<file path="config.mk">
export PLATFORM = sky130hd
export DESIGN_NAME = memory_top
export DESIGN_NICKNAME = d
export VERILOG_FILES = /design/src/source/zxmem_pkg.sv /design/src/source/cpu_cycle_decode.sv /design/src/source/paging_regs.sv /design/src/source/divmmc_automap.sv /design/src/source/sram_addr_map.sv /design/src/source/cpu_read_mux.sv /design/src/source/memory_top.sv
export VERILOG_INCLUDE_DIRS = /design/src /design/src/source
export SDC_FILE = /design/constraint.sdc
export NUM_CORES = 1
export LEC_CHECK = 0
export ABC_AREA = 1
export BUFFER_PORTS_ARGS = -buffer_cell sky130_fd_sc_hd__clkbuf_2
export CAP_MARGIN = 10
export CORE_AREA = 2 2 79 73
export DETAILED_ROUTE_END_ITERATION = 6
export DIE_AREA = 0 0 81 75
export MAX_ROUTING_LAYER = met4
export PLACE_DENSITY = 0.74
export SYNTH_ARGS = -nofsm -noshare
export SYNTH_HDL_FRONTEND = slang
export SYNTH_SLANG_ARGS = --single-unit
</file>
<file path="constraint.sdc">
create_clock -name clk -period 1.13 [get_ports clk]
set_input_delay 0.113 -clock clk [delete_from_list [all_inputs] [get_ports clk]]
set_output_delay 0.113 -clock clk [all_outputs]
set_load 0.05 [all_outputs]
</file>
<file path="src/source/zxmem_consts.svh">
`ifndef ZXMEM_CONSTS_SVH
`define ZXMEM_CONSTS_SVH

// ZXUNO register numbers
`define ZX_MASTERCONF     8'h00
`define ZX_MASTERMAPPER   8'h01

// Partial decode of the 128K and +3 paging ports
`define ZX_PORT_7FFD_MASK 16'hC003
`define ZX_PORT_7FFD_VAL  16'h4001   // A15=0 A14=1 A1=0 A0=1
`define ZX_PORT_1FFD_MASK 16'hF003
`define ZX_PORT_1FFD_VAL  16'h1001   // A15..13=000 A12=1 A1=0 A0=1
`define ZX_DIVMMC_PORT    8'hE3

// Automapper entry points, paged after the opcode fetch
`define ZX_AM_ENTRY_RST0  16'h0000
`define ZX_AM_ENTRY_RST8  16'h0008
`define ZX_AM_ENTRY_RST38 16'h0038
`define ZX_AM_ENTRY_NMI   16'h0066
`define ZX_AM_ENTRY_LOAD  16'h04C6
`define ZX_AM_ENTRY_SAVE  16'h0562
`define ZX_AM_PAGE_NOW    8'h3D      // Paged during the fetch itself
`define ZX_AM_UNMAP       13'h03FF   // 1FF8-1FFF, A15..A3

// SRAM region bases, upper address bits
`define ZX_BASE_ROM       3'b010
`define ZX_BASE_DIVROM    6'b011000
`define ZX_BASE_DIVRAM    2'b10

`endif

</file>
<file path="src/source/zxmem_pkg.sv">
`default_nettype none

package zxmem_pkg;

   // One CPU bus cycle as seen on the pins
   typedef struct packed {
      logic [15:0] a;
      logic [7:0]  din;
      logic        mreq_n;
      logic        iorq_n;
      logic        rd_n;
      logic        wr_n;
      logic        m1_n;
   } cpu_bus_t;

   // Decoded cycle, one flag per kind of access
   typedef struct packed {
      logic mem_rd;
      logic mem_wr;
      logic fetch;            // M1 opcode read
      logic wr_7ffd;
      logic wr_1ffd;
      logic wr_e3;
      logic wr_masterconf;
      logic wr_mastermapper;
      logic rd_masterconf;
      logic rd_mastermapper;
   } cycle_t;

   typedef struct packed {
      logic       boot_mode;
      logic       divmmc_enabled;
      logic       divmmc_nmi_disabled;
      logic [4:0] mastermapper;
      logic [7:0] bank128;
      logic [7:0] bankplus3;
      logic [7:0] divmmc_ctrl;
   } paging_t;

   typedef struct packed {
      logic [18:0] sram_addr;
      logic        sram_we;      // Writable page in a memory cycle
      logic        ram_oe;
      logic        bootrom_oe;
   } map_t;

endpackage

`default_nettype wire

</file>
<file path="src/source/cpu_cycle_decode.sv">
`timescale 1ns/100ps
`default_nettype none

`include "zxmem_consts.svh"

module cpu_cycle_decode (
   input  wire zxmem_pkg::cpu_bus_t bus,
   input  wire [7:0]                zx_addr,
   input  wire                      zx_ior,
   input  wire                      zx_iow,
   output zxmem_pkg::cycle_t        cyc
);

   logic io_wr;
   logic match_7ffd;
   logic match_1ffd;

   assign io_wr      = !bus.iorq_n && !bus.wr_n;
   assign match_7ffd = (bus.a & `ZX_PORT_7FFD_MASK) == `ZX_PORT_7FFD_VAL;
   assign match_1ffd = (bus.a & `ZX_PORT_1FFD_MASK) == `ZX_PORT_1FFD_VAL;

   always_comb begin
      cyc = '0;
      // Memory side
      cyc.mem_rd = !bus.mreq_n && !bus.rd_n;
      cyc.mem_wr = !bus.mreq_n && !bus.wr_n;
      cyc.fetch  = !bus.mreq_n && !bus.rd_n && !bus.m1_n;

      // Z80 I/O ports
      cyc.wr_7ffd = io_wr && match_7ffd;
      cyc.wr_1ffd = io_wr && match_1ffd;
      cyc.wr_e3   = io_wr && (bus.a[7:0] == `ZX_DIVMMC_PORT);

      // ZXUNO register file
      cyc.wr_masterconf   = zx_iow && (zx_addr == `ZX_MASTERCONF);
      cyc.wr_mastermapper = zx_iow && (zx_addr == `ZX_MASTERMAPPER);
      cyc.rd_masterconf   = zx_ior && (zx_addr == `ZX_MASTERCONF);
      cyc.rd_mastermapper = zx_ior && (zx_addr == `ZX_MASTERMAPPER);
   end

endmodule

`default_nettype wire

</file>
<file path="src/source/paging_regs.sv">
`timescale 1ns/100ps
`default_nettype none

module paging_regs (
   input  wire                    clk,
   input  wire                    mrst_n,
   input  wire                    rst_n,
   input  wire zxmem_pkg::cycle_t cyc,
   input  wire [7:0]              din,
   output zxmem_pkg::paging_t     pg,
   output wire                    issue2_keyboard,
   output wire                    timing_ula
);

   logic [4:0] masterconf;     // timing, issue2, nmi off, divmmc on, boot
   logic [4:0] mastermapper;
   logic [7:0] bank128;
   logic [7:0] bankplus3;
   logic [7:0] divmmc_ctrl;
   logic       ports_locked;

   assign ports_locked = bank128[5];

   //////////////////////////////////////////////////
   // ZXUNO registers, master reset only

   always_ff @(posedge clk) begin
      if (!mrst_n) begin
         masterconf <= 5'b00001;          // Start in boot mode
      end else if (cyc.wr_masterconf) begin
         masterconf <= din[4:0];
      end
   end

   // The mapper is only reachable from the boot firmware
   always_ff @(posedge clk) begin
      if (!mrst_n) begin
         mastermapper <= 5'd0;
      end else if (cyc.wr_mastermapper && masterconf[0]) begin
         mastermapper <= din[4:0];
      end
   end

   //////////////////////////////////////////////////
   // Spectrum paging ports, cleared by both resets

   always_ff @(posedge clk) begin
      if (!mrst_n || !rst_n) begin
         bank128   <= 8'h00;
         bankplus3 <= 8'h00;
      end else if (!ports_locked) begin
         if (cyc.wr_7ffd) begin
            bank128 <= din;
         end else if (cyc.wr_1ffd) begin
            bankplus3 <= din;
         end
      end
   end

   always_ff @(posedge clk) begin
      if (!mrst_n || !rst_n) begin
         divmmc_ctrl <= 8'h00;
      end else if (cyc.wr_e3) begin
         divmmc_ctrl <= din;           // conmem, mapram, page
      end
   end

   always_comb begin
      pg.boot_mode           = masterconf[0];
      pg.divmmc_enabled      = masterconf[1];
      pg.divmmc_nmi_disabled = masterconf[2];
      pg.mastermapper        = mastermapper;
      pg.bank128             = bank128;
      pg.bankplus3           = bankplus3;
      pg.divmmc_ctrl         = divmmc_ctrl;
   end

   assign issue2_keyboard = masterconf[3];
   assign timing_ula      = masterconf[4];

endmodule

`default_nettype wire

</file>
<file path="src/source/divmmc_automap.sv">
`timescale 1ns/100ps
`default_nettype none

`include "zxmem_consts.svh"

module divmmc_automap (
   input  wire                     clk,
   input  wire                     mrst_n,
   input  wire                     rst_n,
   input  wire zxmem_pkg::cycle_t  cyc,
   input  wire [15:0]              a,
   input  wire zxmem_pkg::paging_t pg,
   output logic                    divmmc_paged,
   output wire                     enable_nmi
);

   logic armed;                // Paging state to apply once M1 ends
   logic entry_hit;

   // NMI entry only counts while the NMI button is allowed
   assign entry_hit = (a == `ZX_AM_ENTRY_RST0)  ||
                      (a == `ZX_AM_ENTRY_RST8)  ||
                      (a == `ZX_AM_ENTRY_RST38) ||
                      (a == `ZX_AM_ENTRY_NMI && !pg.divmmc_nmi_disabled) ||
                      (a == `ZX_AM_ENTRY_LOAD)  ||
                      (a == `ZX_AM_ENTRY_SAVE);

   always_ff @(posedge clk) begin
      if (!mrst_n || !rst_n) begin
         armed        <= 1'b0;
         divmmc_paged <= 1'b0;
      end else if (cyc.fetch) begin
         if (entry_hit) begin
            armed <= 1'b1;                             // Deferred entry
         end else if (a[15:8] == `ZX_AM_PAGE_NOW) begin
            armed        <= 1'b1;
            divmmc_paged <= 1'b1;                      // Immediate entry
         end else if (a[15:3] == `ZX_AM_UNMAP) begin
            armed <= 1'b0;                             // Deferred exit
         end
      end else begin
         // M1 is over, the armed state becomes the mapping
         divmmc_paged <= armed;
      end
   end

   assign enable_nmi = pg.divmmc_enabled && divmmc_paged && !pg.divmmc_nmi_disabled;

endmodule

`default_nettype wire

</file>
<file path="src/source/sram_addr_map.sv">
`timescale 1ns/100ps
`default_nettype none

`include "zxmem_consts.svh"

module sram_addr_map (
   input  wire zxmem_pkg::cpu_bus_t bus,
   input  wire zxmem_pkg::paging_t  pg,
   input  wire                      divmmc_paged,
   output zxmem_pkg::map_t          map
);

   logic        allram;
   logic [1:0]  arrangement;
   logic        mapram;
   logic        conmem;
   logic [3:0]  div_page;
   logic [2:0]  allram_page;
   logic [18:0] addr;
   logic        sram_sel;      // Low when the boot ROM answers
   logic        writable;
   logic        mem_cyc;

   assign allram      = pg.bankplus3[0];
   assign arrangement = pg.bankplus3[2:1];
   assign div_page    = pg.divmmc_ctrl[3:0];
   assign mapram      = pg.divmmc_ctrl[6];
   assign conmem      = pg.divmmc_ctrl[7];
   assign mem_cyc     = !bus.mreq_n;

   // +3 special paging, arrangements 0 to 3 per quadrant
   always_comb begin
      case (bus.a[15:14])
         2'b00:   allram_page = (arrangement == 2'b00) ? 3'd0 : 3'd4;
         2'b01:   allram_page = (arrangement == 2'b00) ? 3'd1 :
                                (arrangement == 2'b11) ? 3'd7 : 3'd5;
         2'b10:   allram_page = (arrangement == 2'b00) ? 3'd2 : 3'd6;
         default: allram_page = (arrangement == 2'b01) ? 3'd7 : 3'd3;
      endcase
   end

   //////////////////////////////////////////////////
   // Address translation

   always_comb begin
      sram_sel = 1'b1;
      writable = 1'b1;
      addr     = '0;
      case (bus.a[15:14])
         2'b00: begin
            if (pg.boot_mode) begin
               sram_sel = 1'b0;                         // Internal boot ROM
               writable = 1'b0;
            end else if (pg.divmmc_enabled && (divmmc_paged || conmem)) begin
               if (!bus.a[13]) begin
                  writable = 1'b0;                      // ROM or mapram page 3
                  if (conmem || !mapram)
                     addr = {`ZX_BASE_DIVROM, bus.a[12:0]};
                  else
                     addr = {`ZX_BASE_DIVRAM, 4'd3, bus.a[12:0]};
               end else begin
                  addr     = {`ZX_BASE_DIVRAM, div_page, bus.a[12:0]};
                  writable = conmem || !mapram || (div_page != 4'd3);
               end
            end else if (!allram) begin
               addr     = {`ZX_BASE_ROM, pg.bankplus3[2], pg.bank128[4], bus.a[13:0]};
               writable = 1'b0;
            end else begin
               addr = {2'b00, allram_page, bus.a[13:0]};
            end
         end
         2'b01: begin
            if (pg.boot_mode || !allram)
               addr = {2'b00, 3'd5, bus.a[13:0]};
            else
               addr = {2'b00, allram_page, bus.a[13:0]};
         end
         2'b10: begin
            if (pg.boot_mode || !allram)
               addr = {2'b00, 3'd2, bus.a[13:0]};
            else
               addr = {2'b00, allram_page, bus.a[13:0]};
         end
         default: begin
            if (pg.boot_mode)
               addr = {pg.mastermapper, bus.a[13:0]};   // Any 16K page of the SRAM
            else if (!allram)
               addr = {2'b00, pg.bank128[2:0], bus.a[13:0]};
            else
               addr = {2'b00, allram_page, bus.a[13:0]};
         end
      endcase
   end

   always_comb begin
      map.sram_addr  = addr;
      map.bootrom_oe = mem_cyc && !sram_sel;
      map.ram_oe     = mem_cyc && sram_sel;
      map.sram_we    = mem_cyc && sram_sel && writable;
   end

endmodule

`default_nettype wire

</file>
<file path="src/source/cpu_read_mux.sv">
`timescale 1ns/100ps
`default_nettype none

module cpu_read_mux (
   input  wire zxmem_pkg::cycle_t  cyc,
   input  wire zxmem_pkg::map_t    map,
   input  wire zxmem_pkg::paging_t pg,
   input  wire [7:0]               sram_rdata,
   input  wire [7:0]               bootrom_data,
   output logic [7:0]              dout,
   output logic                    oe_n
);

   always_comb begin
      oe_n = 1'b0;
      if (map.bootrom_oe && cyc.mem_rd) begin
         dout = bootrom_data;
      end else if (map.ram_oe && cyc.mem_rd) begin
         dout = sram_rdata;
      end else if (cyc.rd_masterconf) begin
         dout = {6'b000000, pg.divmmc_enabled, pg.boot_mode};
      end else if (cyc.rd_mastermapper) begin
         dout = {3'b000, pg.mastermapper};
      end else begin
         dout = 8'hFF;       // Nothing to drive, bus floats high
         oe_n = 1'b1;
      end
   end

endmodule

`default_nettype wire

</file>
<file path="src/source/memory_top.sv">
`timescale 1ns/100ps
`default_nettype none

module memory_top (
   input  wire                      clk,
   input  wire                      mrst_n,
   input  wire                      rst_n,
   input  wire zxmem_pkg::cpu_bus_t bus,
   input  wire [7:0]                zx_addr,
   input  wire                      zx_ior,
   input  wire                      zx_iow,
   input  wire [7:0]                sram_rdata,
   input  wire [7:0]                bootrom_data,
   output wire [18:0]               sram_addr,
   output wire [7:0]                sram_wdata,
   output wire                      sram_we_n,
   output wire [13:0]               bootrom_addr,
   output wire [7:0]                dout,
   output wire                      oe_n,
   output wire                      boot_mode,
   output wire                      issue2_keyboard,
   output wire                      timing_ula,
   output wire                      enable_nmi
);

   zxmem_pkg::cycle_t  cyc;
   zxmem_pkg::paging_t pg;
   zxmem_pkg::map_t    map;
   logic               divmmc_paged;

   cpu_cycle_decode i_decode (
      .bus    (bus),
      .zx_addr(zx_addr),
      .zx_ior (zx_ior),
      .zx_iow (zx_iow),
      .cyc    (cyc)
   );

   paging_regs i_regs (
      .clk            (clk),
      .mrst_n         (mrst_n),
      .rst_n          (rst_n),
      .cyc            (cyc),
      .din            (bus.din),
      .pg             (pg),
      .issue2_keyboard(issue2_keyboard),
      .timing_ula     (timing_ula)
   );

   divmmc_automap i_automap (
      .clk         (clk),
      .mrst_n      (mrst_n),
      .rst_n       (rst_n),
      .cyc         (cyc),
      .a           (bus.a),
      .pg          (pg),
      .divmmc_paged(divmmc_paged),
      .enable_nmi  (enable_nmi)
   );

   sram_addr_map i_map (
      .bus         (bus),
      .pg          (pg),
      .divmmc_paged(divmmc_paged),
      .map         (map)
   );

   cpu_read_mux i_rdmux (
      .cyc         (cyc),
      .map         (map),
      .pg          (pg),
      .sram_rdata  (sram_rdata),
      .bootrom_data(bootrom_data),
      .dout        (dout),
      .oe_n        (oe_n)
   );

   //////////////////////////////////////////////////
   // SRAM and boot ROM pins

   assign sram_addr    = map.sram_addr;
   assign sram_wdata   = bus.din;
   assign sram_we_n    = !(map.sram_we && cyc.mem_wr);   // Strobe qualified here
   assign bootrom_addr = bus.a[13:0];
   assign boot_mode    = pg.boot_mode;

endmodule

`default_nettype wire

</file>
==> results of run 1 <==
==> repair_timing <==
action,CTS,global route
pin swaps,15,13
gates resized for setup,114,63
gates cloned,0,2
setup buffers,4,5
setup endpoints to repair,31,36
==> Yosys cell counts (2+ instances only) <==
cell / count / area (um^2)
a22o_1: 2 / 17.5
nand4_1: 3 / 18.8
nand3b_1: 2 / 15.0
nor2_2: 2 / 12.5
nor3_4: 3 / 48.8
o21ai_1: 23 / 115
o21bai_1: 2 / 15.0
nor4_1: 2 / 12.5
inv_1: 33 / 124
buf_4: 22 / 165
nor2_1: 54 / 203
buf_2: 4 / 20.0
nor2_4: 3 / 33.8
inv_2: 12 / 45.0
nand3_1: 23 / 115
o211ai_1: 3 / 22.5
a21oi_1: 24 / 120
dfxtp_1: 26 / 521
nor3_1: 7 / 35.0
o21ai_0: 8 / 40.0
nand2_1: 75 / 282
==> worst max-delay path by stage <==
| stage | startpoint | to | slack [ps] | depth (start not counted) |
|---|---|---|---|---|
| 6_report | i_automap.divmmc_paged | sram_we_n | -480 | 6 |
| 2_1_floorplan | i_regs.masterconf[0] | sram_addr[0] | -210 | 3 |
| 3_5_place_dp | bus[4] | dout[3] | -320 | 8 |
| 5_1_grt | i_automap.divmmc_paged | sram_addr[15] | -570 | 8 |
| 4_1_cts | i_regs.divmmc_ctrl[7] | sram_addr[16] | -460 | 7 |
| 3_3_place_gp | bus[4] | dout[0] | -300 | 7 |
==> cell type report <==
type / count / area share, %
clock buffer: 4 / 1.35
timing repair buffer: 179 / 38.3
inverter: 46 / 4.73
multi-input combinational: 242 / 40.5
tap: 67 / 2.06
sequential: 26 / 13.0
==> through the flow <==
stage	hold WS (ps)	power [mW]
after global placement	366	1.93
after global routing	88.4	2.90
after CTS	85.1	2.70
after floorplan	241	1.59
final	90.1	2.79
after detailed placement	371	1.94
==> flip-flops by register name, summed over array words and instances, names as in the netlist <==
register                flops
i_automap.armed             1
i_automap.divmmc_paged      1
i_regs.bank128              5
i_regs.bankplus3            3
i_regs.divmmc_ctrl          6
i_regs.masterconf           5
i_regs.mastermapper         5
==> power by group <==
part           internal, mW  switching (mW)  leakage [nW]
clock                 0.311           0.284        0.0288
sequential            0.915         0.00239         0.212
combinational         0.485           0.797          1.71
total                  1.71            1.08          1.95
==> critical path, delay by kind of cell, from the launching register on <==
| family | cells | cell delay, ps |
|---|---|---|
| flops | 1 | 350 |
| buf+inv | 2 | 320 |
| compound gates | 2 | 370 |
| simple gates | 2 | 180 |
==> per-layer routing <==
metal,part of all wire [%],track usage [%]
met5,0,-
met3,7.0,2.16
met4,3.6,6.21
met1,38,30.0
met2,51,43.7
==> kinds of logic (layout without fill, tap and decap cells) <==
group	count (synthesis)	in the layout	share of synthesized area [%]
and+or+nand+nor	177	177	39.4
DFF	26	26	25.7
buffers and inverters	72	229	17.7
AOI/OAI and AO/OA	65	65	17.3
==> summary.md, run 1 <==
| Metric | Value |
|---|---|
| Routed WL | 9140 um |
| FP Rows | 25 |
| Commonest cells after routing, fill and taps aside | clkbuf_2, nand2_1, buf_4 |
| Final instance count without filler cells | 564 |
| Detailed Route Iter0 Violations | 191 |
| Number of instances in the placed design | 550 |
| Multi-input logic area | 1650 um^2 |
| Total global routing overflow | 0 |
| Clk_lat worst skew | 260 ps |
| Maximum capacitance violations | 0 |
| Full die area | 6080 um^2 |
| Net count after synthesis | 398 |
| Largest net degree at the start of global routing | 15 |
| RR Endpoint | i_regs.mastermapper[3] |
| Design area | 4070 um^2 |
| Highest clock rate | 0.622 GHz |
| Clock root cell | clkbuf_8 |
| Max Fanout on Critical Path | 5 |
| Failing checks | negative setup slack |
| Fin Clk Skew | 2.05 ps |
| Least-Margin Pin Slew | 420 ps |
| RSZ-0062 raised after global routing | true |
| TritonCTS clock tree | done |
| TritonRoute pass-1 iters | 7 |
| Clock Path Buffers | 2 |
| Chip Height | 75 um |
| Post-Syn Area per Cell | 5.96 um^2 |
| Hold Path Sink | i_regs.divmmc_ctrl[6] |
| CP endpoint kind | output port |
| First-pass GRT wire length | 11200 um |
| Max IR drop VDD | 701 uV |
| Cts bufs inserted | 3 |
| Initial antenna violation count | 0 |
| Cell Pwr Density | 686 nW/um^2 |
| TritonCTS Sinks | 26 |
| Final min period | 1610 ps |
| Endpoints failing setup | 32 |
| Synth warnings | 0 |
| Commonest non-fill, non-tap cell in the layout | clkbuf_2 |
| Crit path kind | flop to output port |
| CORE AREA | 5190 um^2 |
| Placed Area | 3270 um^2 |
| Final worst setup slack | -479 ps |
| Async set or reset register ratio after synthesis | 0% |
| HP Class | input pin to flop |
| CTS Hold Bufs | 0 |
| Outcome | finished with violations |
| Hold Violations, Final | 0 |
| Initial core utilization | 39.0% |
| Vias/cell | 5.27 |
| # diodes | 0 |
| FILL cells | 305 |
| #FFs+latches synth | 26 |
| Avg WL per Cell | 16.2 um |
| Reg2reg setup slack | 0 ps |
| Dpl hpwl | 5570 um |
| Cells after synthesis | 340 |
| Max incr delay on CP | 350 ps |
| Post-route ant nets | 0 |
| R2r startpoint | i_regs.masterconf[0] |
| CP max stage cell | dfxtp_2 |
| Worst-path cell chain | o21ai_4 -> buf_4 -> nand2_1 -> o211ai_1 -> nand2_2 -> buf_6 |
| Min-delay src | bus[11] |
| Nets | 556 |
| PortBufs | 112 |
| Clock Pin Slew Worst Setup and Hold Paths | 90 ps |
| Final slew viol count | 0 |
| Worst hold stages | 3 |
| Final TNS setup | -10320 ps |
| Crit path DAT | 1500 ps |
| Library cells used by synthesis | 28 |
| Post-synthesis sequential area ratio | 25.7% |
| I/O Pins | 113 |
| Slew margin rel. | 71.7% |
| CP required | 1020 ps |
| Vias in the first global route | 2458 |
| Netlist Area Pre-Place | 2030 um^2 |
| Placer Congestion | 0.901 |
| Post-synth EDFFs | 0 |
| Htree depth | 1 |
| Final period util | 142% |
| Top_reg_cell synth | dfxtp_1 |
| Area growth syn-to-layout | 101% |
| Global-route usage over all layers | 24.5% |
| Residual DRC | 0 |
| Layout cells sized above 1 | 57.7% |
| Sequential Area | 531 um^2 |
| Leakage power | 1.95 nW |
| Fin util | 78.4% |
| Dpl ws | -320 ps |
| Chip Width | 81 um |
| CP Launch Type | flop |
| Vias | 2973 |
| R2R cell count | 7 |
(Power assumes the default switching activity.)
==> inputs of run 2 (changes only) <==
CORE_AREA = 2 2 86 79   (was 2 2 79 73)
DIE_AREA = 0 0 88 81   (was 0 0 81 75)
PLACE_DENSITY = 0.76   (was 0.74)
SYNTH_HIERARCHICAL = 1   (was not set)
==> run 2 against run 1 <==
Against the previous run: the flow still finishes with violations (negative setup slack); via count increased by 1.5%; die area increased by 17%; design area decreased by 0.71%; utilization decreased by 15 points; clock skew increased by 3.7 ps; combinational power decreased by 9%; highest routed layer unchanged.
==> summary.md, run 2 <==
| Metric | Value |
|---|---|
| Hold Violations, Final | 0 |
| Critical Path End | dout[2] |
| HP Class | input pin to flop |
| Logic pwr share | 43.7% |
| R2r startpoint | i_regs/masterconf[2] |
| CORE AREA | 6340 um^2 |
| I/O Pins | 113 |
| R2R cell count | 9 |
| CP max stage cell | dfxtp_4 |
| Fin Clk Skew | 5.80 ps |
| Post-route ant nets | 0 |
| Dpl hpwl | 6030 um |
| PortBufs | 112 |
| Final min period | 1640 ps |
| Clock Pin Slew Worst Setup and Hold Paths | 90 ps |
| # diodes | 0 |
| FP Rows | 28 |
| Netlist Area Pre-Place | 2320 um^2 |
| Largest register by flop count | i_regs/divmmc_ctrl |
| Most frequent CP cell | nor2_4 |
| Buffers and inverters on the worst path | 2 |
| Total global routing overflow | 0 |
| Final instance count without filler cells | 635 |
| Clock Path Buffers | 2 |
| TritonCTS Sinks | 26 |
| Sw Ratio | 38.1% |
| Largest net degree at the start of global routing | 15 |
| First-pass GRT wire length | 12400 um |
| Global-route usage over all layers | 22.5% |
| Synth warnings | 6 |
| Endpoints failing setup | 31 |
| Pwr Total | 2.69 mW |
| Final worst setup slack | -512 ps |
| Full die area | 7130 um^2 |
| Highest clock rate | 0.609 GHz |
| Htree depth | 1 |
| CP endpoint kind | output port |
| Slew margin rel. | 80.7% |
| Power Internal | 1.66 mW |
| Hold WS | 61.4 ps |
| Worst-path cell chain | inv_6 -> nor2_4 -> nor2_4 -> nand2_4 -> nand2_4 -> nor2_2 -> nor2_2 -> nor2_4 -> buf_8 |
| Cells after synthesis | 415 |
| Vias/cell | 4.75 |
| Final TNS setup | -12150 ps |
| Net count after synthesis | 473 |
| Final slew viol count | 0 |
| Leakage power | 1.99 nW |
| Chip Width | 88 um |
| Crit path DAT | 1530 ps |
| CP delay by family, top | simple AND/OR/NAND/NOR gates |
| Post-Syn Area per Cell | 5.60 um^2 |
| Initial core utilization | 36.6% |
| Detailed Route Iter0 Violations | 132 |
| Number of instances in the placed design | 626 |
| CP required | 1020 ps |
| Cts bufs inserted | 3 |
| RR Endpoint | i_automap/armed |
| Placer Congestion | 0.874 |
| Clk_lat worst skew | 270 ps |
| Dpl ws | -460 ps |
| RSZ-0062 raised after global routing | true |
| Vias in the first global route | 2764 |
| TritonRoute pass-1 iters | 4 |
| Design area | 4040 um^2 |
| Sequential share of power | 33.9% |
| Maximum capacitance violations | 0 |
| FILL cells | 544 |
| Initial antenna violation count | 0 |
| Area growth syn-to-layout | 74.0% |
| Residual DRC | 0 |
| Max incr delay on CP | 380 ps |
| Least-Margin Pin Slew | 287 ps |
| Crit path kind | flop to output port |
| GR Util met1 | 26.7% |
| Commonest non-fill, non-tap cell in the layout | clkbuf_2 |
| Avg WL per Cell | 12.6 um |
| Failing checks | negative setup slack |
| M2 GR Usage | 39.5% |
| Chip Height | 81 um |
| Final period util | 145% |
| Max Fanout on Critical Path | 7 |
| TritonCTS clock tree | done |
| Reg2reg setup slack | 60 ps |
| Nets | 604 |
| Routed WL | 7990 um |
| Layout cells sized above 1 | 48.3% |
| Cell Pwr Density | 664 nW/um^2 |
| GRT met3 Usage | 2.44% |
| CP Launch Type | flop |
| Net Switching | 1.02 mW |
| Stages on worst setup path | 9 |
| Fin util | 63.8% |
| CTS Hold Bufs | 0 |
| Placed Area | 3430 um^2 |
| Clock power share | 22.4% |
| Outcome | finished with violations |
| Busiest grt layer | met2 |
| Max IR drop VDD | 641 uV |
| Clock root cell | clkbuf_8 |
| Commonest cells after routing, fill and taps aside | clkbuf_2, nand2_1, nor2_1 |
| Largest register FFs | 6 |
| Vias | 3018 |
| CP startpoint | i_regs/masterconf[0] |
## run 2: layout make-up
cell class / instances / area (um^2) / area share [%]
Clock buffer: 4 / 55.1 / 1.36
Inverter: 67 / 267 / 6.59
Multi-Input combinational cell: 290 / 1740 / 42.9
Sequential cell: 26 / 537 / 13.3
Tap cell: 90 / 113 / 2.79
Timing Repair Buffer: 158 / 1340 / 33.1
## run 2: timing repair
item,CTS,global route
buffers inserted,3,1
cloned,1,0
gates resized for setup,96,48
pin swaps,21,21
endpoints found under the setup margin,31,37
endpoints found under the hold margin,0,0
## run 2: worst min-delay path, stage by stage
cell and delay (ps):
clkbuf_2 90, inv_1 40, a21oi_1 50
## run 2: routing by layer
layer	vias to the layer above	wire [um]
met3	18	452
met1	1376	3210
met5	-	0
li1	1528	-
met2	96	4180
met4	0	150
## run 2: worst min-delay path by stage
| stage | end | cells after the start | start | slack (ps) |
|---|---|---|---|---|
| CTS | i_regs/divmmc_ctrl[7] | 3 | bus[12] | 60 |
| global route | i_regs/divmmc_ctrl[7] | 3 | bus[12] | 70 |
| floorplan | i_regs/masterconf[0] | 2 | bus[5] | 240 |
| finish | i_regs/divmmc_ctrl[6] | 3 | bus[11] | 60 |
| global placement | i_regs/divmmc_ctrl[7] | 3 | bus[12] | 340 |
| detailed placement | i_regs/divmmc_ctrl[6] | 3 | bus[11] | 350 |
## run 2: power by group through the flow
stage	sequential [mW]	combinational, mW	clock, mW
6_report	0.911	1.17	0.603
5_1_grt	0.912	1.24	0.652
4_1_cts	0.915	1.12	0.613
3_5_place_dp	0.939	0.977	0
3_3_place_gp	0.939	0.962	0
2_1_floorplan	0.939	0.688	0
